**src/soc_pkg.sv**
```systemverilog
package soc_pkg;

    // main memory window
    localparam logic [63:0] ram_base = 64'h0000_0000_0000_1000;
    localparam logic [63:0] ram_size = 64'h0000_0000_0000_2000;

    // single-address device registers
    localparam logic [63:0] key_base   = 64'h0000_0000_0000_4000;
    localparam logic [63:0] con_data   = 64'h0000_0000_0000_4008;
    localparam logic [63:0] con_status = 64'h0000_0000_0000_4010;
    localparam logic [63:0] sdc_addr   = 64'h0000_0000_0000_4020;
    localparam logic [63:0] sdc_read   = 64'h0000_0000_0000_4028;
    localparam logic [63:0] sdc_ready  = 64'h0000_0000_0000_4030;
    localparam logic [63:0] sdc_avail  = 64'h0000_0000_0000_4038;

    // sd sector buffer, 512 byte addresses from here
    localparam logic [63:0] sdc_base = 64'h0000_0000_0000_5000;

    // selected bus target
    typedef enum logic [3:0] {
        rg_none, rg_ram, rg_key, rg_con_data, rg_con_status,
        rg_sdc_addr, rg_sdc_read, rg_sdc_ready, rg_sdc_avail, rg_sdc_cache
    } region_t;

    // load sizes, risc-v funct3 encoding
    typedef enum logic [2:0] {
        acc_lb  = 3'b000,
        acc_lh  = 3'b001,
        acc_lw  = 3'b010,
        acc_ld  = 3'b011,
        acc_lbu = 3'b100,
        acc_lhu = 3'b101,
        acc_lwu = 3'b110
    } access_t;

    // store sizes, decoded from the low two bits of the same field
    localparam logic [1:0] st_b = 2'b00;
    localparam logic [1:0] st_h = 2'b01;
    localparam logic [1:0] st_w = 2'b10;
    localparam logic [1:0] st_d = 2'b11;

endpackage

```
**src/key_irq.sv**
```systemverilog
`timescale 1ns/1ps

module key_irq import soc_pkg::*; (
    input  logic        clock_50,
    input  logic        key0,
    input  region_t     region,
    input  logic        rd_go,
    input  logic        key_pressed,
    input  logic [7:0]  ascii,
    input  logic        irq_ack,
    output logic [63:0] key_data,
    output logic        key_rdy,
    output logic [3:0]  irq_vector
);

    logic       pressed_d;
    logic       press_edge;
    logic [7:0] key_code;

    // rising edge of the decoder's pressed level
    assign press_edge = key_pressed && !pressed_d;

    always_ff @(posedge clock_50 or negedge key0) begin
        if (!key0) begin
            pressed_d  <= 1'b0;
            key_code   <= 8'd0;
            irq_vector <= 4'd0;
        end else begin
            pressed_d <= key_pressed;
            // ack first so a fresh press in the same cycle still wins
            if (irq_ack)
                irq_vector <= 4'd0;
            if (press_edge) begin
                key_code <= ascii;
                // code zero is a press without a printable key
                if (ascii != 8'd0)
                    irq_vector <= 4'd1;
            end
        end
    end

    // latched code for the cpu
    assign key_data = {56'd0, key_code};
    assign key_rdy  = rd_go && region == rg_key;

endmodule

```
**config.mk**
```make
export PLATFORM = sky130hd
export DESIGN_NAME = key_irq
export DESIGN_NICKNAME = d
export VERILOG_FILES = /design/src/soc_pkg.sv /design/src/key_irq.sv
export SDC_FILE = /design/constraint.sdc
export NUM_CORES = 1
export LEC_CHECK = 0
export ABC_AREA = 0
export ABC_CLOCK_PERIOD_IN_PS = 1200
export BUFFER_PORTS_ARGS = -buffer_cell sky130_fd_sc_hd__buf_2
export CORE_UTILIZATION = 37
export CTS_CLUSTER_SIZE = 8
export DETAILED_ROUTE_END_ITERATION = 10
export PLACE_DENSITY = 0.77
export SETUP_SLACK_MARGIN = 0.2
export SLEW_MARGIN = 10
export SYNTH_ARGS = -nofsm -noshare
export SYNTH_HDL_FRONTEND = slang
export SYNTH_SLANG_ARGS = --single-unit
export TNS_END_PERCENT = 1
```
**constraint.sdc**
```tcl
create_clock -name clock_50 -period 1.2 [get_ports clock_50]
set_input_delay 0.24 -clock clock_50 [delete_from_list [all_inputs] [get_ports clock_50]]
set_output_delay 0.24 -clock clock_50 [all_outputs]
set_load 0.005 [all_outputs]
```
==> metrics <==
run status completed; Finished Cell Area 966 um2; GPL Wtd Cong 0.645; worst skew pair latency 260 ps; wire per inst 8.18 um; Post-Route WL roughly 1.2 mm; sequential area share after synthesis 34.3%; Setup TNS Final 0 ps; fraction of registers with async set/reset 100%; first-pass GRT wire length 1.76 mm; pre-CTS setup slack 139 ps; Max clock buf depth 2; CTS Root Cell clkbuf_4; Inserted Diodes 0; GRT Overall Usage under 10%; Area Overhead vs Synth 1.71%; WP data arrival 780 ps; critical path startpoint category flip-flop; CTS buffer count 3; EDFF count, synth 0; Leak Pwr roughly 0.56 nW; Final HPWL DP roughly 1.1 mm; cts repair resizes 0; core footprint 2320 um2; type of the worst min-delay path input port to flip-flop; pwr dens 996 nW/um2; TritonRoute pass-1 iters 2; Post-Place Cell Area around 920 um2; share of the synthesized area in the top cell type approximately 44%; CP top delay family flip-flops; Worst Path Required 960 ps; Switching Fraction 26.4%; switching power between 200 and 300 uW; maximum vdd drop 0.870 mV; fraction of layout cells with a size suffix above 1 36.6%; via density per instance 3.54; CP Max Fanout 2; Die Span Y 52.7 um; hold slack 127 ps; initial antenna violation count 0; DRC 0; Final nets 141; min Tclk post-route 1020 ps; Fin. Hold Viols 0; clk sinks 13; IO Count 86; CTS tree built; synthesized instance count 90; largest cells by area after synthesis buf_4 (44%), dfrtp_1 (34%), mux2_2 (8.3%); most common cell in the netlist buf_4; clock slew at reported path FFs 70 ps; Finished Core Util 41.7%; Buffers & Inverters on Critical Path 1; grt ovf 0; largest net degree at the start of global routing 14; Max H-tree Level 1; CP max-delay cell dfrtp_1; CP Cell Sequence buf_2; skew final approximately 0.32 ps; routed via count 534; largest stage delay on the critical path ~400 ps; Netlist Area Pre-Place 950 um2; Synth Register Bits 13; Starting DRT DRC Count 1; Distinct cells, synth 14; fin crit share between 80 and 90%; post-synth top area cell buf_4; Synth top cells by count buf_4 (56), dfrtp_1 (13), mux2_2 (7); Rows 17; Synth Flop Type dfrtp_1; Antenna Nets Post-Route 0; Max-cap violations 0; setup ws final 179 ps; kind of critical path flip-flop to output pin; Logic pwr share 21.5%; vias in the first global route approximately 440; Die ar. 2770 um2; RSZ-0062 raised after global routing true; final setup vio count 0; Die Width between 50 and 60 um; clock share of power a little over a quarter; max-slew violations 0; I/O Buffers 29; Seq pwr share 52.3%; Mapped Avg Cell Area about 11 um2; internal power 708 uW; Synth Warn # 0; CP Capture Type output pin; Initial Utilization 41.0%; Peak Freq 0.980 GHz
-- layout by cell type (no fill, tap or decap) --
cell type,netlist,final
nor2_1,1,1
buf_2,1,29
dlygate4sd3_1,0,1
clkbuf_1,0,1
nor3b_1,3,3
dfrtp_1,13,13
nor4_4,2,2
mux2_4,0,1
and4b_1,1,1
buf_4,56,1
a21oi_2,1,1
inv_1,1,1
clkbuf_4,0,3
conb_1,1,56
a21o_1,1,1
mux2_2,7,7
nand2b_4,0,1
-- power groups by stage --
stage          Clock, mW  Sequential [mW]  Combinational (mW)
3_3_place_gp           0            0.509               0.195
3_5_place_dp           0            0.513               0.199
6_report           0.252            0.504               0.206
5_1_grt            0.283            0.508               0.240
4_1_cts            0.262            0.504               0.207
2_1_floorplan          0            0.515               0.234
-- worst paths after layout --
kind | start | endpoint | slack (ps) | cells past startpoint
max | key_code[4]$_DFFE_PN0P_ | key_data[4] | 180 | 1
min | key_pressed | pressed_d$_DFF_PN0_ | 130 | 1
max reg2reg | pressed_d$_DFF_PN0_ | key_code[4]$_DFFE_PN0P_ | 200 | 2
min reg2reg | key_code[3]$_DFFE_PN0P_ | key_code[3]$_DFFE_PN0P_ | 510 | 1
max in group asynchronous | key0 | key_code[6]$_DFFE_PN0P_ | 610 | 2
min in group asynchronous | key0 | key_code[1]$_DFFE_PN0P_ | 370 | 2
-- flip-flops by register name (all words and copies together) (netlist names) --
name	count
pressed_d	1
key_code	8
irq_vector	4
-- final cells by class --
cell class | instances | area, um2
clock buffers | 4 | 26.3
fillers | 234 | 1350
inverters | 1 | 3.75
multi-input cells | 74 | 413
flip-flops and latches | 13 | 325
well taps | 28 | 35.0
repair buffers | 31 | 163
-- repair_timing --
action	CTS	global route
hold buffers	1	0
hold endpoints to repair	13	0
gates cloned	0	0
setup buffers	1	0
endpoints found under the setup margin	13	24
-- per-layer routing --
layer,vias up,share of wire (%),GRT usage [%]
met3,0,10,0.870
met4,0,0,5.26
met1,243,31,7.80
met2,50,59,18.6
met5,-,0,0
li1,241,-,-
-- kinds of logic after synthesis --
family                 count (synthesis)  synth area share, %
AO/OA/AOI/OAI                          2                 1.71
buffers and inverters                 58                 45.2
flip-flops                            13                 34.3
multiplexers                           8                 9.49
other                                  1                0.395
AND/OR/NAND/NOR                        8                 8.96
-- stage by stage --
step                instances  power, mW
global placement          145      0.705
floorplan                 145      0.749
finish                    151      0.962
CTS                       151      0.973
detailed placement        145      0.712
global route              151       1.03
Power figures use the tool's default switching activity.
