**src/soc_pkg.sv**
```systemverilog
package soc_pkg;

    // main memory window
    localparam logic [63:0] ram_base = 64'h0000_0000_0000_1000;
    localparam logic [63:0] ram_size = 64'h0000_0000_0000_2000;

    // single-address device registers
    localparam logic [63:0] key_base   = 64'h0000_0000_0000_4000;
    localparam logic [63:0] con_data   = 64'h0000_0000_0000_4008;
    localparam logic [63:0] con_status = 64'h0000_0000_0000_4010;
    localparam logic [63:0] sdc_addr   = 64'h0000_0000_0000_4020;
    localparam logic [63:0] sdc_read   = 64'h0000_0000_0000_4028;
    localparam logic [63:0] sdc_ready  = 64'h0000_0000_0000_4030;
    localparam logic [63:0] sdc_avail  = 64'h0000_0000_0000_4038;

    // sd sector buffer, 512 byte addresses from here
    localparam logic [63:0] sdc_base = 64'h0000_0000_0000_5000;

    // selected bus target
    typedef enum logic [3:0] {
        rg_none, rg_ram, rg_key, rg_con_data, rg_con_status,
        rg_sdc_addr, rg_sdc_read, rg_sdc_ready, rg_sdc_avail, rg_sdc_cache
    } region_t;

    // load sizes, risc-v funct3 encoding
    typedef enum logic [2:0] {
        acc_lb  = 3'b000,
        acc_lh  = 3'b001,
        acc_lw  = 3'b010,
        acc_ld  = 3'b011,
        acc_lbu = 3'b100,
        acc_lhu = 3'b101,
        acc_lwu = 3'b110
    } access_t;

    // store sizes, decoded from the low two bits of the same field
    localparam logic [1:0] st_b = 2'b00;
    localparam logic [1:0] st_h = 2'b01;
    localparam logic [1:0] st_w = 2'b10;
    localparam logic [1:0] st_d = 2'b11;

endpackage

```
**src/sd_sector_buffer.sv**
```systemverilog
`timescale 1ns/1ps

module sd_sector_buffer import soc_pkg::*; (
    input  logic        clock_50,
    input  logic        key0,
    input  region_t     region,
    input  logic        rd_go,
    input  logic [63:0] bus_address,
    input  logic        bus_write_enable,
    input  logic [63:0] bus_write_data,
    input  logic        sd_ready,
    input  logic        sd_byte_available,
    input  logic [7:0]  sd_dout,
    output logic        sd_rd_start,
    output logic [31:0] sd_addr,
    output logic [63:0] sdb_data,
    output logic        sdb_rdy
);

    logic [7:0]  cache [512];
    logic [8:0]  byte_index;
    logic        cache_avail;
    logic        avail_d;
    logic        byte_edge;
    logic [63:0] cache_off;

    assign byte_edge = sd_byte_available && !avail_d;
    assign cache_off = bus_address - sdc_base;

    always_ff @(posedge clock_50 or negedge key0) begin
        if (!key0) begin
            sd_rd_start <= 1'b0;
            sd_addr     <= 32'd0;
            byte_index  <= 9'd0;
            cache_avail <= 1'b0;
            avail_d     <= 1'b0;
        end else begin
            avail_d <= sd_byte_available;
            if (bus_write_enable && region == rg_sdc_addr)
                sd_addr <= bus_write_data[31:0];
            if (bus_write_enable && region == rg_sdc_read) begin
                // new sector, refill from byte 0
                sd_rd_start <= 1'b1;
                cache_avail <= 1'b0;
                byte_index  <= 9'd0;
            end else if (byte_edge && sd_rd_start) begin
                byte_index <= byte_index + 1'b1;
                // last byte of the sector
                if (byte_index == 9'd511) begin
                    sd_rd_start <= 1'b0;
                    cache_avail <= 1'b1;
                end
            end
        end
    end

    // sector bytes, written at the running index
    always_ff @(posedge clock_50) begin
        if (byte_edge && sd_rd_start)
            cache[byte_index] <= sd_dout;
    end

    // register reads and single cached bytes
    always_comb begin
        sdb_rdy  = 1'b0;
        sdb_data = 64'd0;
        if (rd_go) begin
            case (region)
                rg_sdc_ready: begin
                    sdb_rdy  = 1'b1;
                    sdb_data = {63'd0, sd_ready};
                end
                rg_sdc_avail: begin
                    sdb_rdy  = 1'b1;
                    sdb_data = {63'd0, cache_avail};
                end
                rg_sdc_cache: begin
                    sdb_rdy  = 1'b1;
                    sdb_data = {56'd0, cache[cache_off[8:0]]};
                end
                default: sdb_rdy = 1'b0;
            endcase
        end
    end

endmodule

```
**config.mk**
```make
export PLATFORM = sky130hd
export DESIGN_NAME = sd_sector_buffer
export DESIGN_NICKNAME = d
export VERILOG_FILES = /design/src/soc_pkg.sv /design/src/sd_sector_buffer.sv
export SDC_FILE = /design/constraint.sdc
export NUM_CORES = 2
export LEC_CHECK = 0
export BUFFER_PORTS_ARGS = -buffer_cell sky130_fd_sc_hd__buf_2
export CAP_MARGIN = 10
export CORE_ASPECT_RATIO = 1.75
export CORE_MARGIN = 2
export CORE_UTILIZATION = 50
export DETAILED_ROUTE_END_ITERATION = 8
export PLACE_DENSITY = 0.72
export SETUP_SLACK_MARGIN = 0.4
export SYNTH_ARGS = -nofsm -noshare
export SYNTH_HDL_FRONTEND = slang
export SYNTH_SLANG_ARGS = --single-unit
```
**constraint.sdc**
```tcl
create_clock -name clock_50 -period 3.15 [get_ports clock_50]
set_clock_uncertainty 0.15 [all_clocks]
set_input_delay 0.315 -clock clock_50 [delete_from_list [all_inputs] [get_ports clock_50]]
set_output_delay 0.315 -clock clock_50 [all_outputs]
set_load 0.03 [all_outputs]
```
==> flow_summary.json <==
{
  "outcome": "complete, but fails checks",
  "failed_checks": "setup timing",
  "overflow": 0,
  "slowest_delay_ns": 0.45,
  "maxCapViolations": 0,
  "setup.worst_path.start": "bus_address[2]",
  "grt_pass1_vias": 92300,
  "path_buf_inv": 7,
  "grt_pass1_wl_um": 699000,
  "synth.distinct_cells": 85,
  "crit_family": "buffers and inverters",
  "core_mm2": 0.324,
  "areaGrowthSynthToFinish_pct": 18.8,
  "antenna_found_initial": 22,
  "syn_area_mm2": 0.163,
  "clock_path_buffers": 4,
  "max_freq_ghz": 0.236,
  "h-tree-depth": 5,
  "die_x_um": 435,
  "async_flop_share": 0.0106,
  "path_common_cell": "buf_4",
  "cts-root-buf": "clkbuf_16",
  "start_kind": "primary input",
  "r2r_cells": 7,
  "drtIter0Drc": 12400,
  "peakVddDrop_mv": 0.458,
  "rr_startpoint": "sd_rd_start",
  "finalWorstSetupSlack_ns": -1.09,
  "critPathArrivalTime_ns": 3.77,
  "yosys_warnings": 0,
  "slew_headroom": 0.201,
  "layout-drive-gt1-share": 0.339,
  "power.density_mw_per_mm2": 592,
  "tns_ns": -8.06,
  "place_inst": 13400,
  "vias": 91300,
  "tightest_slew_ns": 1.19,
  "cp.required_ns": 2.68,
  "cp.depth": 14,
  "place_area_mm2": 0.179,
  "power.total_mw": 114,
  "postRouteWirelength_um": 503000,
  "crit_chain": "buf_8 -> buf_4 -> or2_4 -> buf_12 -> buf_12 -> buf_4 -> o221ai_1 -> o22ai_1 -> o21ai_1 -> nand2_1 -> o31ai_1 -> buf_4 -> and4_4 -> buf_6",
  "drc_errors": 0,
  "instances_no_fill": 14200,
  "synthFlopType": "edfxtp_1",
  "min_period_ns": 4.24,
  "via_per_inst": 6.45,
  "grt_max_degree": 117,
  "setup_viol_count_final": 8,
  "cp-end-kind": "output pin",
  "die_area_mm2": 0.330,
  "final_core_util": 0.596,
  "cts_buffers": 361,
  "power_leakage_nw": 64.0,
  "worst-setup-path-type": "in2out",
  "stdcell_area_mm2": 0.193,
  "cts.sinks": 4140,
  "nets": 9676,
  "worstPathMaxFanout": 23,
  "num_rows": 277,
  "cp_slowest_cell": "o21ai_1",
  "port_buffers": 100,
  "tritoncts": "yes",
  "dr.pass1.iters": 8,
  "worstReg2RegEnd": "cache[371][2]",
  "ys_ff_latch": 4140,
  "wire_per_inst_um": 35.5,
  "ff2ff_setup_slack_ns": 0.40,
  "yosysSeqAreaShare": 0.763,
  "initial_core_util": 0.501,
  "grt_use_total": 0.302,
  "slew_viol_final": 0,
  "hold_class": "in2reg",
  "synth_edf_count": 4096,
  "hpwl_um": 340000,
  "finalCritPeriodShare": 1.35,
  "io-pin-count": 244,
  "synthCells": 7894,
  "hold_viol_final": 0,
  "clkTransAtPathRegs_ns": 0.06,
  "place.gp.congestion": 1.00,
  "syn_area_per_cell_um2": 20.6,
  "clkLatencyLatePin_ns": 0.96,
  "hold_depth": 3,
  "rsz0062_at_grt": "true",
  "chipHeight_um": 759,
  "ant_nets": 0,
  "endpoint": "sdb_data[4]"
}
[logic make-up (layout without fill, tap and decap cells)]
family / Yosys count / in the layout / share of synthesized area
muxes: 1408 / 1408 / 0.153
and+or+nand+nor: 1026 / 1026 / 0.0268
AOI/OAI and AO/OA: 741 / 741 / 0.0324
DFF: 4140 / 4140 / 0.763
other: 1 / 82 / 0.0000231
xor gates and xnor gates: 7 / 7 / 0.000377
buffers and inverters: 566 / 2427 / 0.0240
adders and majority gates: 5 / 5 / 0.000385
[through the flow]
step                worst slack, ns  hold slack [ns]
global route                  -1.06           0.0441
global placement              -1.56            0.302
CTS                           -1.06          0.00759
floorplan                    0.0347           -0.131
finish                        -1.09           0.0622
detailed placement            -1.64            0.310
[synth_stat cells, types with 6 or more instances]
library cell / count / area, um2
edfxtp_1: 4096 / 123000
mux4_2: 841 / 18900
nor2_1: 594 / 2230
mux2i_1: 475 / 4750
clkbuf_1: 213 / 800
nand2_1: 190 / 713
o221ai_1: 153 / 1340
a21oi_1: 114 / 571
o22ai_1: 106 / 663
buf_4: 98 / 736
o21ai_0: 94 / 470
buf_2: 90 / 450
mux2_2: 80 / 901
buf_6: 77 / 867
a22oi_1: 64 / 480
nor3_1: 62 / 310
nand3_1: 52 / 260
dfrtp_1: 44 / 1100
buf_8: 35 / 526
a211oi_1: 32 / 240
a221oi_1: 30 / 263
nor2b_1: 20 / 125
a31oi_1: 17 / 106
buf_12: 17 / 340
nand2b_1: 17 / 106
and2_1: 16 / 100
nor4_1: 15 / 93.8
o211ai_1: 15 / 113
a22o_1: 14 / 123
buf_1: 14 / 52.6
a2111oi_0: 13 / 114
nand4_1: 13 / 81.3
mux4_1: 12 / 315
and3_1: 11 / 68.8
inv_1: 11 / 41.3
o32ai_1: 10 / 87.6
or3_1: 7 / 43.8
o2111ai_1: 6 / 52.6
or4_1: 6 / 45.0
[where the power goes]
group | leakage, nW | switching, mW | internal, mW
clock | 5.70 | 20.0 | 25.1
combinational | 20.9 | 5.51 | 3.11
sequential | 37.3 | 0.103 | 60.6
[cell type report]
type,count,area (um2)
multi-input combinational,3243,36100
fill,22500,131000
clock inverter,214,2250
inverter,13,61.3
clock buffer,434,9520
timing repair buffer,1766,15700
antenna,26,65.1
tap,4324,5410
sequential,4140,124000
[cells in the final DEF, fill, tap and decap left out, drive strengths merged, types with 6 or more instances in the layout]
master and count:
o21ai 99, a211oi 32, nor3 62, clkinvlp 21, a31oi 17, nor2 594, a221oi 30, nand2b 17
or3 7, a22o 14, edfxtp 4096, buf 1685, mux2 80, nand3 52, a21oi 114, o22ai 106
o211ai 15, clkbuf 438, bufinv 42, conb 56, diode 26, o221ai 155, and3 11, nand4 13
a22oi 64, dfrtp 44, nand2 190, or4 6, mux2i 475, clkinv 139, and2 18, mux4 853
nor2b 20, dlygate4sd3 75, inv 25, a2111oi 14, nor4 15, o32ai 10, o2111ai 6
[timing repair]
item | CTS | global route
setup buffers | 0 | 10
pin swaps | 40 | 24
hold buffers | 76 | 0
gates cloned | 2 | 2
endpoints found under the setup margin | 47 | 197
endpoints found under the hold margin | 1267 | 0
resized for setup | 163 | 81
[tightest hold or removal path, stage by stage]
cell and delay, ns:
dlygate4sd3_1 0.52, buf_2 0.11, mux2_2 0.14
[worst min-delay path by stage]
stage	startpoint	to	slack, ns
after floorplan	key0	avail_d	-0.13
after global placement	sd_byte_available	avail_d	0.30
after detailed placement	sd_byte_available	avail_d	0.31
after CTS	bus_write_data[3]	sd_addr[3]	0.008
after global routing	bus_write_data[3]	sd_addr[3]	0.04
final	bus_write_data[3]	sd_addr[3]	0.06
[registers in the layout, summed over array words and instances, names as in the netlist]
name,cells
cache,4096
sd_rd_start,1
sd_addr,32
avail_d,1
byte_index,9
cache_avail,1
[metal layers]
metal	up-vias	track usage	share of wire	routed length, um
met5	-	0.00232	0.00040	203
met4	16	0.270	0.11	54700
met3	1797	0.0598	0.10	50100
met2	6406	0.499	0.49	246000
met1	47200	0.332	0.30	152000
li1	35900	-	-	-
Power figures use the tool's default switching activity.
