<file path="src/soc_pkg.sv">
package soc_pkg;

    // main memory window
    localparam logic [63:0] ram_base = 64'h0000_0000_0000_1000;
    localparam logic [63:0] ram_size = 64'h0000_0000_0000_2000;

    // single-address device registers
    localparam logic [63:0] key_base   = 64'h0000_0000_0000_4000;
    localparam logic [63:0] con_data   = 64'h0000_0000_0000_4008;
    localparam logic [63:0] con_status = 64'h0000_0000_0000_4010;
    localparam logic [63:0] sdc_addr   = 64'h0000_0000_0000_4020;
    localparam logic [63:0] sdc_read   = 64'h0000_0000_0000_4028;
    localparam logic [63:0] sdc_ready  = 64'h0000_0000_0000_4030;
    localparam logic [63:0] sdc_avail  = 64'h0000_0000_0000_4038;

    // sd sector buffer, 512 byte addresses from here
    localparam logic [63:0] sdc_base = 64'h0000_0000_0000_5000;

    // selected bus target
    typedef enum logic [3:0] {
        rg_none, rg_ram, rg_key, rg_con_data, rg_con_status,
        rg_sdc_addr, rg_sdc_read, rg_sdc_ready, rg_sdc_avail, rg_sdc_cache
    } region_t;

    // load sizes, risc-v funct3 encoding
    typedef enum logic [2:0] {
        acc_lb  = 3'b000,
        acc_lh  = 3'b001,
        acc_lw  = 3'b010,
        acc_ld  = 3'b011,
        acc_lbu = 3'b100,
        acc_lhu = 3'b101,
        acc_lwu = 3'b110
    } access_t;

    // store sizes, decoded from the low two bits of the same field
    localparam logic [1:0] st_b = 2'b00;
    localparam logic [1:0] st_h = 2'b01;
    localparam logic [1:0] st_w = 2'b10;
    localparam logic [1:0] st_d = 2'b11;

endpackage

</file>
<file path="src/bus_fabric.sv">
`timescale 1ns/1ps

module bus_fabric import soc_pkg::*; (
    input  logic        clock_50,
    input  logic        key0,
    input  logic [63:0] bus_address,
    input  logic        bus_read_enable,
    input  logic [63:0] key_data,
    input  logic        key_rdy,
    input  logic [63:0] mem_data,
    input  logic        mem_rdy,
    input  logic [63:0] sdb_data,
    input  logic        sdb_rdy,
    input  logic [63:0] con_data_out,
    input  logic        con_rdy,
    output region_t     region,
    output logic        rd_go,
    output logic [63:0] bus_read_data,
    output logic        bus_read_done
);

    // address decode, ranges first
    always_comb begin
        if (bus_address >= ram_base && bus_address < ram_base + ram_size)
            region = rg_ram;
        else if (bus_address >= sdc_base && bus_address < sdc_base + 64'd512)
            region = rg_sdc_cache;
        else if (bus_address == key_base)   region = rg_key;
        else if (bus_address == con_data)   region = rg_con_data;
        else if (bus_address == con_status) region = rg_con_status;
        else if (bus_address == sdc_addr)   region = rg_sdc_addr;
        else if (bus_address == sdc_read)   region = rg_sdc_read;
        else if (bus_address == sdc_ready)  region = rg_sdc_ready;
        else if (bus_address == sdc_avail)  region = rg_sdc_avail;
        else                                region = rg_none;
    end

    // read pulse delayed one edge toward the peripherals
    always_ff @(posedge clock_50 or negedge key0) begin
        if (!key0) begin
            rd_go <= 1'b0;
        end else begin
            rd_go <= bus_read_enable;
        end
    end

    // done drops on the pulse, rises with the data
    always_ff @(posedge clock_50 or negedge key0) begin
        if (!key0) begin
            bus_read_done <= 1'b1;
        end else if (bus_read_enable) begin
            bus_read_done <= 1'b0;
        end else if (key_rdy || mem_rdy || sdb_rdy || con_rdy) begin
            bus_read_done <= 1'b1;
        end else if (rd_go && region == rg_none) begin
            // nothing mapped here
            bus_read_done <= 1'b1;
        end
    end

    // one rdy at a time, so plain priority is enough
    always_ff @(posedge clock_50) begin
        if (key_rdy)
            bus_read_data <= key_data;
        else if (mem_rdy)
            bus_read_data <= mem_data;
        else if (sdb_rdy)
            bus_read_data <= sdb_data;
        else if (con_rdy)
            bus_read_data <= con_data_out;
        else if (rd_go && region == rg_none)
            bus_read_data <= 64'd0;
    end

endmodule

</file>
<file path="config.mk">
export PLATFORM = sky130hd
export DESIGN_NAME = bus_fabric
export DESIGN_NICKNAME = d
export VERILOG_FILES = /design/src/soc_pkg.sv /design/src/bus_fabric.sv
export SDC_FILE = /design/constraint.sdc
export NUM_CORES = 1
export LEC_CHECK = 0
export BUFFER_PORTS_ARGS = -buffer_cell sky130_fd_sc_hd__buf_2
export CAP_MARGIN = 10
export CORE_AREA = 8 8 146 148
export CTS_CLUSTER_DIAMETER = 50
export DETAILED_ROUTE_END_ITERATION = 6
export DIE_AREA = 0 0 154 156
export HOLD_SLACK_MARGIN = 0.05
export PLACE_DENSITY = 0.53
export SETUP_SLACK_MARGIN = 0.3
export SYNTH_ARGS = -nofsm -noshare
export SYNTH_HDL_FRONTEND = slang
export SYNTH_SLANG_ARGS = --single-unit
</file>
<file path="constraint.sdc">
create_clock -name clock_50 -period 3.75 [get_ports clock_50]
set_input_delay 0.1875 -clock clock_50 [delete_from_list [all_inputs] [get_ports clock_50]]
set_output_delay 0.1875 -clock clock_50 [all_outputs]
set_load 0.005 [all_outputs]
</file>
==> results.md, run 1 <==
* TritonCTS clock tree: done
* Total grt overflow at 0
* Vias per inst at 4.53
* First-pass GRT wire length at 28400 um
* Via count at 4956
* Post CTS Setup Buffer Count at 0
* Power Dens Cells at 347 nW/um2
* Critical Path Max Stage Delay at 0.86 ns
* Static leakage at 3.18 nW
* Die height at 156 um
* Core ar. at 19100 um2
* Largest net degree at the start of global routing at 82
* Area taken by multi-input logic gates at 1960 um2
* Cts bufs inserted at 9
* Mapped Area at 4080 um2
* Gr usage total at 15.5%
* Remaining routing DRC violations at 0
* Initial antenna violation count at 0
* Setup TNS at 0 ns
* Status: finished clean
* Syn_area_per_cell at 8.58 um2
* Clock edge transition at the registers on the reported setup and hold paths at 0.06 ns
* Post-route ant nets at 0
* Crit Path Category: reg2reg
* Fillers at 2037
* Worst-path cell with the longest stage delay: o21ai_4
* Post-Syn Nets at 803
* FF/Latch Area at 1970 um2
* Worst Hold Class: in2reg
* Most frequent cells in the layout: 394 x buf_2, 66 x a21oi_1, 66 x nand2_1, 66 x o21ai_0, 65 x nor2_1
* Routed WL at 19800 um
* Number of I/O pins at 397
* H-tree depth at 3
* Nets at 1177
* Yosys cell types at 33
* Largest fanout on the critical path at 33
* Peak VDD IR at 0.172 mV
* Skew final at 0.00677 ns
* Fmax achieved at 434 MHz
* Data required, critical path at 3.74 ns
* Rows at 51
* ANT cells at 0
* Rel. slew slack at 28.4%
* CTS Buffer Depth at 2
* Clock root buffer: clkbuf_16
* Input/output buffers at 396
* Critical Path Start Type: flip-flop
* Flops & latches, synth at 66
* Placer Congestion at 0.895
* CTS Sinks at 66
* Unrepaired setup endpoints after global routing: no
* Die area at 24000 um2
* P&R area growth vs syn at 62.0%
* Mapped Cells at 476
* Crit path time final at 2.30 ns
* DRT met1 WL at 7880 um
* DP Worst Slack at 0.974 ns
* Crit end category: flip-flop
* Drt pass-1 iters at 5
* Period utilization at 61.5%
* Setup-failing EPs final at 0
* Max Cap Viol at 0
* Initial detailed-routing violation count at 250
* Placed wire-length estimate at 16300 um
* Die boundary width at 154 um
* Final hold violation count at 0
* Highest Signal Layer: met4
* DR WL/cell at 18.1 um
* Worst path cell trace: o21ai_0, o21ai_4, buf_4
* Initial Util at 21.4%
* Commonest non-fill, non-tap cell in the layout: buf_2
* Slew @ Worst Pin at 1.07 ns
* Fin. max-slew vios at 0
* Post-synthesis sequential area ratio at 48.3%
* Vias in the first global route at 5042
* DR WL met3 at 1790 um
* Met2 WL post-DR at 9750 um
* Setup WS post-layout at 1.45 ns
* Worst-skew pair later-pin latency at 0.34 ns
* Share of cells above drive strength 1 at 49.7%
* YS warnings at 0
* Worst Path Arrival at 2.30 ns
[per-stage QoR]
stage	instance area, um2	std cells	hold slack, ns	util [%]	power [W]
3_3_place_gp	6280	1075	-0.0257	32.9	0.00141
4_1_cts	6620	1093	0.107	34.7	0.00235
3_5_place_dp	6280	1075	-0.0211	32.9	0.00141
2_1_floorplan	4090	476	-0.108	-	0.00110
6_report	6620	1093	0.127	34.7	0.00229
5_1_grt	6620	1093	0.122	34.7	0.00242
[cell families (layout without fill, tap and decap cells)]
kind of cell | after synthesis | count (layout) | synth area share [%]
AND/OR/NAND/NOR | 162 | 162 | 18.0
AO/OA/AOI/OAI | 201 | 201 | 29.0
multiplexers | 1 | 1 | 0.245
buffers and inverters | 45 | 424 | 4.20
XOR/XNOR | 1 | 1 | 0.214
flip-flops | 66 | 66 | 48.3
[worst max-delay path, delay by kind of cell, from the launching register on]
kind	cells	cell delay [ns]
DFF	1	0.39
AOI/OAI and AO/OA	2	1.05
buffers and inverters	1	0.50
[Yosys cell counts (all sizes together)]
library cell,instances,area [um2]
a21o,1,7.51
a21oi,66,330
a22oi,63,473
a31oi,1,12.5
a41o,1,10.0
and2,1,6.26
and4,4,35.0
buf,10,40.0
clkbuf,32,120
dfrtp,1,25.0
dfstp,1,26.3
edfxtp,64,1920
inv,3,11.3
mux2i,1,10.0
nand2,66,248
nand3,1,5.00
nand3b,2,15.0
nand4,1,6.26
nor2,65,244
nor2b,2,12.5
nor3,2,10.0
nor3b,1,7.51
nor4,14,103
nor4b,1,23.8
o211ai,1,7.51
o21ai,67,335
o31ai,1,7.51
or4,1,11.3
or4b,1,10.0
xor2,1,8.76
[timing repair]
action / in CTS / in global routing
gates resized for setup: 0 / 0
hold buffers: 2 / 0
endpoints found under the hold margin: 3 / 0
[sequential cells by signal (all words and copies together) (netlist names)]
register,cells
rd_go,1
bus_read_data,64
bus_read_done,1
[path summary, 6_finish.rpt]
kind | start | endpoint | slack [ns] | cells after the start
setup / recovery | rd_go | bus_read_data[3] | 1.45 | 3
hold / removal | key_data[19] | bus_read_data[19] | 0.13 | 3
setup reg to reg | rd_go | bus_read_data[3] | 1.45 | 3
hold reg to reg | bus_read_done | bus_read_done | 0.56 | 3
max in group asynchronous | key0 | bus_read_done | 3.37 | 2
min in group asynchronous | key0 | rd_go | 0.19 | 2
[final cells by class]
class                           count  area share (%)
Clock buffer                       10            3.46
Multi-Input combinational cell    365            29.6
Tap cell                          238            4.50
Timing Repair Buffer              405            31.1
Clock inverter                      6            1.34
Inverter                            3           0.170
Sequential cell                    66            29.8
[layer usage]
metal | vias up | GRT usage [%]
met5 | - | 0
met4 | 0 | 5.41
met3 | 22 | 5.84
met2 | 234 | 26.3
met1 | 2174 | 17.5
li1 | 2526 | -
[where the power goes]
| group | internal, W | switching [W] |
|---|---|---|
| logic | 0.000241 | 0.000242 |
| registers | 0.000888 | 0.0000175 |
| clock network | 0.000584 | 0.000322 |
| total | 0.00171 | 0.000581 |
Power figures use the tool's default switching activity.
==> inputs of run 2 (changes only) <==
==> constraint.sdc (replaced) <==
create_clock -name clock_50 -period 1.9 [get_ports clock_50]
set_input_delay 0.095 -clock clock_50 [delete_from_list [all_inputs] [get_ports clock_50]]
set_output_delay 0.095 -clock clock_50 [all_outputs]
set_load 0.005 [all_outputs]
==> run 2 against run 1 <==
Compared with the run above:
- via count is 4.4% higher
- total power is 89% higher
- sequential share of layout area is 2.1 points lower
- critical path depth is 5 higher
- count of clock-buffer cells in the layout stayed put
- flip-flop and latch count stayed put
- register-to-register slack worse by 0.83 ns
- global-route usage is 0.24 points higher
- clock power is 64% higher
- worst hold slack worse by 0.061 ns
- non-clock buffer count is 45 higher
- routed wire length is 1.5% higher
- critical endpoint is now bus_read_data[32]
==> results.md, run 2 (synthesized netlist as in run 1, its figures left out) <==
* Core ar. at 19100 um2 (unchanged)
* DP Worst Slack at -0.162 ns (-1.14 ns)
* Share of cells above drive strength 1 at 48.2% (-1.5 points)
* Vias in the first global route at 5192 (+3.0%)
* Skew final at 0.00294 ns (-0.00383 ns)
* Commonest non-fill, non-tap cell in the layout: buf_2
* Fillers at 2025 (-0.59%)
* Initial antenna violation count at 1 (+1)
* Placer Congestion at 0.879 (-1.7%)
* Routed WL at 20100 um (+1.5%)
* DR WL/cell at 17.6 um (-2.5%)
* Initial Util at 21.4% (unchanged)
* Initial detailed-routing violation count at 307 (+23%)
* Input/output buffers at 396 (unchanged)
* Power Dens Cells at 609 nW/um2 (+76%)
* Remaining routing DRC violations at 0 (unchanged)
* CTS Sinks at 66 (unchanged)
* Largest fanout on the critical path at 35 (+6.1%)
* Final Power at 0.00433 W (+89%)
* Via count at 5175 (+4.4%)
* Post-DP Area at 6430 um2 (+2.4%)
* Worst Path Arrival at 1.73 ns (-0.57 ns)
* Peak VDD IR at 0.330 mV (+92%)
* Worst Hold Class: in2reg
* Reg-to-reg slack, setup at 0.62 ns (-0.83 ns)
* Crit end category: flip-flop
* Fmax achieved at 604 MHz
* Crit Path Category: in2reg
* Cts bufs inserted at 9 (unchanged)
* Largest registers: bus_read_data (64), bus_read_done (1), rd_go (1)
* Number of I/O pins at 397 (unchanged)
* Final core utilization at 37.2% (+2.6 points)
* Placed wire-length estimate at 16300 um (+0.14%)
* Static leakage at 3.39 nW (+6.8%)
* Crit path time final at 1.66 ns
* Nets at 1222 (+3.8%)
* Rel. slew slack at 77.9% (+50 points)
* ANT cells at 0 (unchanged)
* Die height at 156 um (unchanged)
* Gr usage total at 15.7% (+0.24 points)
* CTS Buffer Depth at 2 (unchanged)
* Worst reg2reg path depth at 3 (unchanged)
* Largest net degree at the start of global routing at 76 (-7.3%)
* Period utilization at 87.2%
* Fin. max-slew vios at 0 (unchanged)
* Largest register FFs at 64 (unchanged)
* Hold Path Sink: bus_read_data[42]
* Die boundary width at 154 um (unchanged)
* Drt pass-1 iters at 5 (unchanged)
* P&R area growth vs syn at 74.0%
* Worst R2R Start: rd_go
* Worst-skew pair later-pin latency at 0.33 ns (about the same)
* Vias per inst at 4.55 (+0.29%)
* H-tree depth at 3 (unchanged)
* Hold path depth at 3 (unchanged)
* Clock edge transition at the registers on the reported setup and hold paths at 0.06 ns (about the same)
* First-pass GRT wire length at 29400 um (+3.2%)
* Setup-failing EPs final at 0 (unchanged)
* R2r endpoint: bus_read_data[37]
* Status: finished clean
* Unrepaired setup endpoints after global routing: yes
* Total grt overflow at 0 (unchanged)
* Most frequent cells in the layout: 393 x buf_2, 66 x a21oi_1, 66 x nand2_1
* Slew @ Worst Pin at 0.328 ns (-0.743 ns)
* Critical Path Start Type: input pin
* Data required, critical path at 1.97 ns (-1.77 ns)
* Setup TNS at 0 ns (unchanged)
* Rows at 51 (unchanged)
* Most flops, register: bus_read_data
* Post-route cell area at 7110 um2 (+7.4%)
* Clock root buffer: clkbuf_16
* Hold path startpoint: key_data[42]
* Setup WS post-layout at 0.244 ns (-1.20 ns)
* Post-route ant nets at 0 (unchanged)
* Max Cap Viol at 0 (unchanged)
* Worst setup path startpoint: bus_address[0]
* Die area at 24000 um2 (unchanged)
* Final hold violation count at 0 (unchanged)
* TritonCTS clock tree: done
==> run 2: changes by cell type in the layout (fill, tap and decap cells not counted), moves of 2 or more <==
cell / before / now
bufinv_16: 2 / 0
dlygate4sd3_1: 2 / 39
buf_12: 0 / 8
clkinv_2: 0 / 3
inv_6: 2 / 0
==> run 2: routing by layer <==
metal / part of all wire, % / global-route usage [%] / up-vias
li1: - / - / 2621
met1: 40 / 18.0 / 2286
met2: 49 / 26.9 / 248
met3: 9.4 / 6.07 / 18
met4: 1.3 / 4.20 / 2
met5: 0.050 / 0 / -
==> run 2: layout make-up <==
class / instances / area [um2] / area share [%]
Timing Repair Buffer: 450 / 2600 / 36.5
Multi-Input combinational cell: 365 / 1970 / 27.7
Clock inverter: 6 / 33.8 / 0.475
Inverter: 3 / 11.3 / 0.158
Clock buffer: 10 / 229 / 3.22
Tap cell: 238 / 298 / 4.19
Sequential cell: 66 / 1970 / 27.8
==> run 2: worst max-delay path: stages <==
cell and delay, ns:
buf_6 0.10, or4_4 0.54, nor4_4 0.17, o211ai_1 0.16, a31oi_2 0.22, buf_4 0.16
o21ai_4 0.07, buf_12 0.18
==> run 2: worst max path at each step <==
stage / cells past startpoint / slack (ns) / end
finish: 8 / 0.24 / bus_read_data[32]
global route: 8 / 0.20 / bus_read_data[21]
CTS: 8 / 0.23 / bus_read_data[38]
detailed placement: 7 / -0.16 / bus_read_data[38]
global placement: 7 / -0.1 / bus_read_data[39]
floorplan: 5 / -0.17 / bus_read_data[0]
==> run 2: repair_timing <==
action                                  in CTS  in global routing
gates resized for setup                      0                  1
endpoints found under the setup margin      65                 66
pin swaps                                    1                  1
hold buffers                                39                  0
buffers inserted                             2                  0
endpoints found under the hold margin       41                  0
==> run 2: per-stage QoR <==
stage / std cells / hold slack, ns
2_1_floorplan: 476 / -0.201
3_3_place_gp: 1081 / -0.120
3_5_place_dp: 1081 / -0.118
4_1_cts: 1138 / 0.0513
5_1_grt: 1138 / 0.0573
6_report: 1138 / 0.0663
==> run 2: report_power, final <==
part	total [W]	internal [W]	leakage (nW)	switching, W
clock network	0.00149	0.000870	0.126	0.000623
registers	0.00179	0.00175	0.725	0.0000361
logic	0.00105	0.000555	2.54	0.000492
