<file path="src/soc_pkg.sv">
package soc_pkg;

    // main memory window
    localparam logic [63:0] ram_base = 64'h0000_0000_0000_1000;
    localparam logic [63:0] ram_size = 64'h0000_0000_0000_2000;

    // single-address device registers
    localparam logic [63:0] key_base   = 64'h0000_0000_0000_4000;
    localparam logic [63:0] con_data   = 64'h0000_0000_0000_4008;
    localparam logic [63:0] con_status = 64'h0000_0000_0000_4010;
    localparam logic [63:0] sdc_addr   = 64'h0000_0000_0000_4020;
    localparam logic [63:0] sdc_read   = 64'h0000_0000_0000_4028;
    localparam logic [63:0] sdc_ready  = 64'h0000_0000_0000_4030;
    localparam logic [63:0] sdc_avail  = 64'h0000_0000_0000_4038;

    // sd sector buffer, 512 byte addresses from here
    localparam logic [63:0] sdc_base = 64'h0000_0000_0000_5000;

    // selected bus target
    typedef enum logic [3:0] {
        rg_none, rg_ram, rg_key, rg_con_data, rg_con_status,
        rg_sdc_addr, rg_sdc_read, rg_sdc_ready, rg_sdc_avail, rg_sdc_cache
    } region_t;

    // load sizes, risc-v funct3 encoding
    typedef enum logic [2:0] {
        acc_lb  = 3'b000,
        acc_lh  = 3'b001,
        acc_lw  = 3'b010,
        acc_ld  = 3'b011,
        acc_lbu = 3'b100,
        acc_lhu = 3'b101,
        acc_lwu = 3'b110
    } access_t;

    // store sizes, decoded from the low two bits of the same field
    localparam logic [1:0] st_b = 2'b00;
    localparam logic [1:0] st_h = 2'b01;
    localparam logic [1:0] st_w = 2'b10;
    localparam logic [1:0] st_d = 2'b11;

endpackage

</file>
<file path="src/console_tx.sv">
`timescale 1ns/1ps

module console_tx import soc_pkg::*; #(
    parameter int console_credits = 4
) (
    input  logic        clock_50,
    input  logic        key0,
    input  region_t     region,
    input  logic        rd_go,
    input  logic        bus_write_enable,
    input  logic [63:0] bus_write_data,
    input  logic        con_credit,
    output logic        con_valid,
    output logic [7:0]  con_byte,
    output logic [63:0] con_data_out,
    output logic        con_rdy
);

    localparam int cw = $clog2(console_credits + 1);

    logic [cw-1:0] credits;
    logic          send;

    // no free slot means the byte is dropped
    assign send = bus_write_enable && region == rg_con_data && credits != '0;

    always_ff @(posedge clock_50 or negedge key0) begin
        if (!key0) begin
            con_valid <= 1'b0;
            credits   <= cw'(console_credits);
        end else begin
            con_valid <= send;
            // send and return together leave the count as is
            case ({send, con_credit})
                2'b10:   credits <= credits - 1'b1;
                2'b01:   credits <= credits + 1'b1;
                default: credits <= credits;
            endcase
        end
    end

    always_ff @(posedge clock_50) begin
        if (send)
            con_byte <= bus_write_data[7:0];
    end

    // status read is the free credit count
    assign con_data_out = {{(64 - cw){1'b0}}, credits};
    assign con_rdy      = rd_go && region == rg_con_status;

endmodule

</file>
<file path="config.mk">
export PLATFORM = sky130hd
export DESIGN_NAME = console_tx
export DESIGN_NICKNAME = d
export VERILOG_FILES = /design/src/soc_pkg.sv /design/src/console_tx.sv
export SDC_FILE = /design/constraint.sdc
export NUM_CORES = 1
export LEC_CHECK = 0
export BUFFER_PORTS_ARGS = -buffer_cell sky130_fd_sc_hd__buf_2
export CORE_MARGIN = 4
export CORE_UTILIZATION = 28
export DETAILED_ROUTE_END_ITERATION = 10
export PLACE_DENSITY = 0.79
export SETUP_SLACK_MARGIN = 0.5
export SLEW_MARGIN = 10
export SYNTH_ARGS = -nofsm -noshare
export SYNTH_HDL_FRONTEND = slang
export SYNTH_SLANG_ARGS = --single-unit
</file>
<file path="constraint.sdc">
create_clock -name clock_50 -period 2.3 [get_ports clock_50]
set_input_delay 0.115 -clock clock_50 [delete_from_list [all_inputs] [get_ports clock_50]]
set_output_delay 0.115 -clock clock_50 [all_outputs]
set_load 0.01 [all_outputs]
</file>
==> results of run 1 <==
[worst reg2reg max path: stages, from the launching register on]
cell	delay (ps)
dfstp_2	550
nor3_2	50
or4_4	450
ha_4	180
inv_2	50
fa_2	410
mux2_1	280
[synthesized netlist by cell type]
master / count / area, um2
or4_4: 1 / 11.3
conb_1: 1 / 3.75
edfxtp_1: 8 / 240
xnor2_1: 1 / 8.76
nor3_1: 1 / 5.00
ha_1: 1 / 12.5
fa_1: 1 / 20.0
xor2_1: 2 / 17.5
mux2_1: 1 / 11.3
nand2b_4: 1 / 13.8
nand2_1: 2 / 7.51
dfrtp_1: 3 / 75.1
buf_4: 61 / 458
dfstp_2: 1 / 26.3
nor2_1: 1 / 3.75
inv_1: 1 / 3.75
nor4_1: 1 / 6.26
inv_2: 1 / 3.75
[layout make-up]
cell class / count / share of cell area (%)
multi-input cells: 74 / 37.6
flip-flops and latches: 12 / 35.0
repair buffers: 33 / 18.2
well taps: 44 / 5.65
clock buffers: 4 / 2.70
inverters: 2 / 0.770
[layer usage]
layer  vias up  global-route usage (%)
met2        59                    6.95
met1       219                    5.03
met3         2                    2.05
met4         0                    6.22
li1        230                       -
met5         -                       0
[metrics by stage]
| stage | power, mW | setup WS, ps | cell area, um2 | utilization [%] | cells |
|---|---|---|---|---|---|
| after floorplan | 0.502 | 243 | 1170 | - | 149 |
| after CTS | 0.640 | 205 | 967 | 31.2 | 168 |
| final | 0.644 | 217 | 975 | 31.4 | 169 |
| after global routing | 0.688 | 145 | 975 | 31.4 | 169 |
| after detailed placement | 0.495 | 191 | 908 | 29.3 | 161 |
| after global placement | 0.483 | 218 | 908 | 29.3 | 161 |
[state kept, by name, indices dropped and copies added (netlist names)]
| register | count |
|---|---|
| con_byte | 8 |
| con_valid | 1 |
| credits | 3 |
[cells in the final DEF, fill, tap and decap left out, types with 2 or more instances in the layout]
| master | synthesis | layout |
|---|---|---|
| conb_1 | 1 | 61 |
| clkbuf_4 | 0 | 3 |
| xor2_1 | 2 | 2 |
| dfrtp_1 | 3 | 3 |
| edfxtp_1 | 8 | 8 |
| nand2_1 | 2 | 2 |
| buf_2 | 0 | 29 |
| inv_2 | 1 | 2 |
| buf_4 | 61 | 3 |
[path summary, 6_finish.rpt]
check | to | slack (ps) | cells past startpoint
hold reg to reg | credits[0]$_DFFE_PN0P_ | 590 | 1
hold / removal | con_byte[5]$_DFFE_PP_ | 20 | 1
max in group asynchronous | credits[2]$_DFFE_PN1P_ | 1920 | 2
min in group asynchronous | credits[1]$_DFFE_PN0P_ | 180 | 2
setup reg to reg | credits[1]$_DFFE_PN0P_ | 220 | 6
setup / recovery | credits[1]$_DFFE_PN0P_ | 220 | 6
[where the power goes]
| group | switching (mW) | total (mW) | internal [mW] |
|---|---|---|---|
| clock network | 0.0622 | 0.129 | 0.0670 |
| registers | 0.0414 | 0.311 | 0.269 |
| logic | 0.115 | 0.204 | 0.0892 |
| total | 0.218 | 0.644 | 0.426 |
[cell families (layout without fill, tap and decap cells)]
family | after synthesis | in the layout
buffers and inverters | 63 | 39
DFF | 12 | 12
and+or+nand+nor | 7 | 7
xor gates and xnor gates | 3 | 3
adders and majority gates | 2 | 2
other | 1 | 61
muxes | 1 | 1
[repair_timing]
item                                    4_1_cts  5_1_grt
endpoints found under the setup margin        2        2
hold buffers                                  1        0
buffers inserted                              2        1
endpoints found under the hold margin         4        0
gates resized for setup                       3        0
pin swaps                                     3        2
==> results.json, run 1 <==
{
  "fmax_mhz": 480,
  "vdd_drop_max_uv": 178,
  "antenna_left": 0,
  "fp.dieW_um": 65.6,
  "grt_max_degree": 10,
  "rr_startpoint": "credits[2]$_DFFE_PN1P_",
  "drc": 0,
  "hold_path_class": "in -> reg",
  "power_density_mw_per_mm2": 661,
  "hold_violations": 0,
  "worstSetupPathType": "reg -> reg",
  "clk_pin_slew_ps": 70,
  "yosysWarnings": 0,
  "n_antenna_cell": 0,
  "muxShareOfSynthArea_pct": 1.21,
  "cap_violations": 0,
  "period_share_pct": 90.6,
  "drive_gt1_share_pct": 34.4,
  "dr.pass1.iters": 4,
  "clock_path_buffers": 2,
  "regArea_um2": 342,
  "crit_family": "adder cells",
  "dieArea_mm2": 0.00430,
  "track_usage_pct": 4.98,
  "vias": 510,
  "ios": 147,
  "hp-start": "bus_write_data[5]",
  "overflow": 0,
  "wl_met1_um": 417,
  "path_cells": "nor3_2 > or4_4 > ha_4 > inv_2 > fa_2 > mux2_1",
  "ys_seq_elements": 12,
  "grt_pass1_vias": 349,
  "crit_path_max_fanout": 3,
  "fp.coreArea_mm2": 0.00310,
  "drt-initial-drc-count": 11,
  "antenna_found_initial": 0,
  "syn_area_per_cell_um2": 10.4,
  "power_leakage_nw": 0.528,
  "num_rows": 20,
  "critPathRequiredTime_ps": 2450,
  "layout_min_cycle_time_ps": 2080,
  "cts_buffers": 3,
  "drv_slew": 0,
  "cts.sink_count": 12,
  "fin_skew_ps": 2.20,
  "grt_pass1_wl_mm": 1.52,
  "fillers": 317,
  "multiInputGateArea_um2": 367,
  "critPathBufInv": 1,
  "place_congestion": 0.634,
  "netlist_instances": 89,
  "synth_xor_area_share_pct": 2.83,
  "cpPeakStageDelay_ps": 550,
  "crit_path_top_delay_cell": "dfstp_2",
  "htree_levels": 1,
  "synth_top_family_by_area": "buffers and inverters",
  "nets": 201,
  "synthAdderAreaFrac_pct": 3.50,
  "wl_met3_um": 332,
  "die_height_um": 65.6,
  "crit_start": "credits[2]$_DFFE_PN1P_",
  "ys_seq_area_share_pct": 36.8,
  "clkLatencyLatePin_ps": 260,
  "yosys.area_share.simple_pct": 5.12,
  "initial_utilization_pct": 29.9,
  "hpwlAfterDp_mm": 1.18,
  "syn_area_um2": 928,
  "wl_met2_um": 582,
  "setup-tns-final_ps": 0,
  "post_synth_num_cell_types": 18,
  "setup_viol": 0,
  "hold_slack_ps": 22.2,
  "syn_to_final_growth_pct": 4.99,
  "finalWirelength_mm": 1.36,
  "synth_compound_area_share_pct": 0,
  "worstSetupStartpointType": "register",
  "wl_per_cell_um": 8.02,
  "cts_tree": "done",
  "rsz0062_at_grt": "true",
  "status": "finished clean",
  "arrival_ps": 2230,
  "endpoint_kind": "register",
  "via_per_inst": 3.02,
  "top_layer": "met4",
  "io_buffers": 29,
  "cts_root_buffer": "clkbuf_4"
}
Note: power is estimated with default switching activity, not from simulation.
==> run 2: changes to the inputs <==
--- a/config.mk
+++ b/config.mk
@@ -8,7 +8,9 @@
 export BUFFER_PORTS_ARGS = -buffer_cell sky130_fd_sc_hd__buf_2
 export CORE_MARGIN = 4
 export CORE_UTILIZATION = 28
+export CTS_CLUSTER_SIZE = 14
 export DETAILED_ROUTE_END_ITERATION = 10
+export HOLD_SLACK_MARGIN = 0.05
 export PLACE_DENSITY = 0.79
 export SETUP_SLACK_MARGIN = 0.5
 export SLEW_MARGIN = 10
==> results.json, run 2 (synthesis gave the netlist of run 1 again) <==
{
  "hold_violations": 0,
  "multiInputGateArea_um2": 367,
  "cts_tree": "done",
  "antenna_found_initial": 0,
  "period_share_pct": 90.7,
  "rsz0062_at_grt": "true",
  "drt-initial-drc-count": 16,
  "fin_skew_ps": 3.72,
  "clock_power_share_pct": 19.6,
  "clkLatencyLatePin_ps": 260,
  "setup_viol": 0,
  "hpwlAfterDp_mm": 1.18,
  "layout_commonest_cell": "conb_1",
  "setup-tns-final_ps": 0,
  "sw_frac_of_total_pct": 33.8,
  "reg2reg_setup_slack_ps": 210,
  "clk_pin_slew_ps": 70,
  "endpoint_kind": "register",
  "net-switching-power_mw": 0.222,
  "num_rows": 20,
  "status": "finished clean",
  "p_int_mw": 0.435,
  "arrival_ps": 2240,
  "fillers": 313,
  "vdd_drop_max_uv": 194,
  "htree_levels": 1,
  "syn_to_final_growth_pct": 13.6,
  "place_ws_ps": 191,
  "cts_root_buffer": "clkbuf_4",
  "clock_path_buffers": 2,
  "place_area_um2": 908,
  "antenna_left": 0,
  "totalPowerFinal_mw": 0.657,
  "design_area_mm2": 0.00105,
  "fp.coreArea_mm2": 0.00310,
  "cts.sink_count": 12,
  "fp.dieW_um": 65.6,
  "reg2regPathDepth": 6,
  "crit_path_max_fanout": 3,
  "hold_path_class": "in -> async",
  "grt_pass1_vias": 403,
  "final_cell_mix": "conb_1 (61), buf_2 (29), dlygate4sd3_1 (9), edfxtp_1 (8)",
  "cts_buffers": 3,
  "vias": 544,
  "via_per_inst": 3.07,
  "dr.pass1.iters": 4,
  "wl_per_cell_um": 8.39,
  "nets": 209,
  "setup_slack_ps": 214,
  "largest_register": "con_byte",
  "cap_violations": 0,
  "largest_reg_flops": 8,
  "n_antenna_cell": 0,
  "reg.largest.list": "con_byte x8, credits x3, con_valid x1",
  "grt_max_degree": 10,
  "seq_power_share_pct": 47.4,
  "regArea_um2": 342,
  "grt_pass1_wl_mm": 1.74,
  "io_buffers": 29,
  "track_usage_pct": 5.63,
  "fmax_mhz": 479,
  "place_congestion": 0.634,
  "pwr-share-comb_pct": 33.1,
  "rr_startpoint": "credits[2]$_DFFE_PN1P_",
  "drive_gt1_share_pct": 32.3,
  "dieArea_mm2": 0.00430,
  "power_leakage_nw": 0.561,
  "power_density_mw_per_mm2": 623,
  "critPathRequiredTime_ps": 2450,
  "die_height_um": 65.6,
  "initial_utilization_pct": 29.9,
  "ios": 147,
  "drv_slew": 0,
  "rr_endpoint": "credits[1]$_DFFE_PN0P_",
  "overflow": 0,
  "worstSetupPathType": "reg -> reg",
  "finalWirelength_mm": 1.49,
  "worstSetupStartpointType": "register",
  "drc": 0,
  "layout_min_cycle_time_ps": 2090
}
run 2: cell count changes in the layout (fill, tap and decap cells not counted):
cell | previous run | this run
dlygate4sd3_1 | 1 | 9
run 2: worst max-delay path by stage:
stage | from | endpoint | slack, ps | depth (start not counted)
3_5_place_dp | credits[2]$_DFFE_PN1P_ | credits[1]$_DFFE_PN0P_ | 190 | 6
4_1_cts | credits[2]$_DFFE_PN1P_ | credits[1]$_DFFE_PN0P_ | 210 | 6
3_3_place_gp | credits[2]$_DFFE_PN1P_ | credits[1]$_DFFE_PN0P_ | 220 | 6
2_1_floorplan | credits[2]$_DFFE_PN1P_ | credits[1]$_DFFE_PN0P_ | 240 | 6
5_1_grt | credits[2]$_DFFE_PN1P_ | credits[1]$_DFFE_PN0P_ | 140 | 6
6_report | credits[2]$_DFFE_PN1P_ | credits[1]$_DFFE_PN0P_ | 210 | 6
run 2: power groups by stage:
stage / combinational (mW) / clock [mW] / sequential, mW
5_1_grt: 0.238 / 0.144 / 0.319
3_3_place_gp: 0.173 / 0 / 0.310
3_5_place_dp: 0.185 / 0 / 0.310
6_report: 0.217 / 0.129 / 0.311
2_1_floorplan: 0.182 / 0 / 0.320
4_1_cts: 0.203 / 0.135 / 0.313
run 2: area by class of cell:
class	count	share of cell area [%]
Inverter	2	0.712
Sequential cell	12	32.4
Timing Repair Buffer	41	24.4
Multi-Input combinational cell	74	34.8
Clock buffer	4	2.49
Tap cell	44	5.22
run 2: metal layers:
metal | routed length (um) | global-route usage (%)
met5 | 0 | 0
met4 | 24 | 6.22
met3 | 322 | 1.88
met2 | 706 | 8.98
met1 | 432 | 5.34
run 2: worst max-delay path, stage by stage (launching register included):
cell,delay (ps)
dfstp_2,550
nor3_2,50
or4_4,450
ha_4,180
inv_2,50
fa_2,410
mux2_1,280
run 2: per-stage QoR:
stage,utilization (%),std cells,hold WS (ps)
after floorplan,-,149,-181
after global placement,29.3,161,-75.6
after detailed placement,29.3,161,-73.6
after CTS,33.8,176,172
after global routing,34.0,177,166
final,34.0,177,178
run 2: timing repair:
action | 4_1_cts | 5_1_grt
hold buffers | 9 | 0
buffers inserted | 2 | 1
hold endpoints to repair | 12 | 0
pin swaps | 3 | 2
gates resized for setup | 3 | 0
endpoints found under the setup margin | 2 | 2
==> run 3: changes to the inputs <==
--- a/config.mk
+++ b/config.mk
@@ -7,13 +7,13 @@
 export LEC_CHECK = 0
 export BUFFER_PORTS_ARGS = -buffer_cell sky130_fd_sc_hd__buf_2
 export CORE_MARGIN = 4
-export CORE_UTILIZATION = 28
+export CORE_UTILIZATION = 26
 export CTS_CLUSTER_SIZE = 14
 export DETAILED_ROUTE_END_ITERATION = 10
 export HOLD_SLACK_MARGIN = 0.05
-export PLACE_DENSITY = 0.79
-export SETUP_SLACK_MARGIN = 0.5
+export PLACE_DENSITY = 0.78
 export SLEW_MARGIN = 10
 export SYNTH_ARGS = -nofsm -noshare
 export SYNTH_HDL_FRONTEND = slang
 export SYNTH_SLANG_ARGS = --single-unit
+export TNS_END_PERCENT = 30
==> constraint.sdc (replaced) <==
create_clock -name clock_50 -period 1.8 [get_ports clock_50]
set_input_delay 0.09 -clock clock_50 [delete_from_list [all_inputs] [get_ports clock_50]]
set_output_delay 0.09 -clock clock_50 [all_outputs]
set_load 0.01 [all_outputs]
==> results.json, run 3 (synthesis gave the netlist of run 1 again) <==
{
  "drt-initial-drc-count": 11,
  "cpPeakStageDelay_ps": 540,
  "endpoint_kind": "register",
  "place_ws_ps": -230,
  "setup_slack_ps": -214,
  "rsz0062_at_grt": "true",
  "rr_endpoint": "credits[1]$_DFFE_PN0P_",
  "arrival_ps": 2160,
  "fin_skew_ps": 3.68,
  "hold_path_class": "in -> async",
  "final_cell_mix": "conb_1 (61), buf_2 (29), dlygate4sd3_1 (9), edfxtp_1 (8), buf_4 (5)",
  "place_area_um2": 948,
  "ios": 147,
  "antenna_found_initial": 0,
  "fmax_mhz": 496,
  "largest_register": "con_byte",
  "via_per_inst": 2.98,
  "design_area_mm2": 0.00108,
  "utilization_pct": 31.8,
  "wl_per_cell_um": 7.88,
  "syn_to_final_growth_pct": 16.2,
  "postCtsSetupBuffers": 0,
  "finalWirelength_mm": 1.43,
  "track_usage_pct": 5.04,
  "crit_path_top_delay_cell": "dfstp_2",
  "largest_reg_flops": 8,
  "layout_min_cycle_time_ps": 2010,
  "status": "finished, violations left",
  "overflow": 0,
  "reg2reg_setup_slack_ps": -210,
  "fp.dieW_um": 67.8,
  "violations": "negative setup slack",
  "drv_slew": 0,
  "die_height_um": 67.8,
  "vdd_drop_max_uv": 220,
  "setup_viol": 2,
  "period_share_pct": 112,
  "worstSetupPathType": "reg -> reg",
  "cts_tree": "done",
  "clock_path_buffers": 2,
  "cts_buffers": 3,
  "grt_pass1_vias": 455,
  "reg2regPathDepth": 6,
  "crit_path_max_fanout": 2,
  "drc": 0,
  "dieArea_mm2": 0.00459,
  "clk_pin_slew_ps": 70,
  "power_density_mw_per_mm2": 846,
  "path_cells": "nor3_1 > or4_4 > ha_4 > inv_2 > fa_1 > mux2_4",
  "initial_utilization_pct": 27.4,
  "cts.sink_count": 12,
  "worstSetupStartpointType": "register",
  "grt_pass1_wl_mm": 1.70,
  "n_antenna_cell": 0,
  "nets": 211,
  "drive_gt1_share_pct": 33.3,
  "dr.pass1.iters": 2,
  "reg.largest.list": "con_byte x8, credits x3, con_valid x1",
  "htree_levels": 1,
  "fillers": 350,
  "hold_violations": 0,
  "rr_startpoint": "credits[2]$_DFFE_PN1P_",
  "regArea_um2": 342,
  "vias": 539,
  "cap_violations": 0,
  "critPathRequiredTime_ps": 1950,
  "multiInputGateArea_um2": 363,
  "num_rows": 21,
  "fp.coreArea_mm2": 0.00339,
  "place_congestion": 0.704,
  "clkLatencyLatePin_ps": 260,
  "grt_max_degree": 10,
  "power_leakage_nw": 0.581,
  "cts_root_buffer": "clkbuf_4",
  "io_buffers": 29,
  "hold_slack_ps": 175,
  "layout_commonest_cell": "conb_1",
  "antenna_left": 0
}
run 3: changes by cell type in the layout (fill, tap and decap cells not counted), sizes merged:
cell / change
buf: +2
run 3: worst max path at each step:
stage | start | cells after the start | endpoint
3_5_place_dp | credits[2]$_DFFE_PN1P_ | 6 | credits[1]$_DFFE_PN0P_
4_1_cts | credits[2]$_DFFE_PN1P_ | 6 | credits[1]$_DFFE_PN0P_
6_report | credits[2]$_DFFE_PN1P_ | 6 | credits[1]$_DFFE_PN0P_
3_3_place_gp | credits[2]$_DFFE_PN1P_ | 6 | credits[1]$_DFFE_PN0P_
5_1_grt | credits[2]$_DFFE_PN1P_ | 6 | credits[1]$_DFFE_PN0P_
2_1_floorplan | credits[2]$_DFFE_PN1P_ | 6 | credits[1]$_DFFE_PN0P_
run 3: stage by stage:
step	TNS, ps	std cells	total power [mW]
2_1_floorplan	-296	149	0.642
3_3_place_gp	-205	168	0.674
3_5_place_dp	-276	168	0.685
4_1_cts	-259	181	0.923
5_1_grt	-388	181	0.977
6_report	-255	181	0.912
run 3: critical path: cells and delay by family (launching register included):
kind                       cells  cell delay (ps)
adders and majority gates      2              570
buffers and inverters          1               40
DFF                            1              540
muxes                          1              270
and+or+nand+nor                2              490
run 3: routing by layer:
layer	part of all wire, %	vias to the layer above	track usage [%]
met5	0	-	0
li1	-	248	-
met1	32	237	5.12
met3	17	2	1.50
met2	50	52	8.99
met4	0.91	0	3.04
run 3: cell type report:
| class | count | share of cell area, % |
|---|---|---|
| clock buffers | 4 | 3.36 |
| inverters | 2 | 0.696 |
| multi-input cells | 74 | 33.6 |
| flip-flops and latches | 12 | 31.7 |
| well taps | 46 | 5.34 |
| repair buffers | 43 | 25.3 |
run 3: power breakdown:
group	internal (mW)	total [mW]	switching, mW
sequential	0.344	0.367	0.0225
combinational	0.165	0.349	0.184
clock	0.123	0.197	0.0742
total	0.631	0.912	0.281
run 3: what timing repair did:
action,in CTS,in global routing
gates cloned,0,0
pin swaps,1,0
setup endpoints to repair,2,2
endpoints found under the hold margin,12,0
gates resized for setup,2,0
hold buffers,9,0
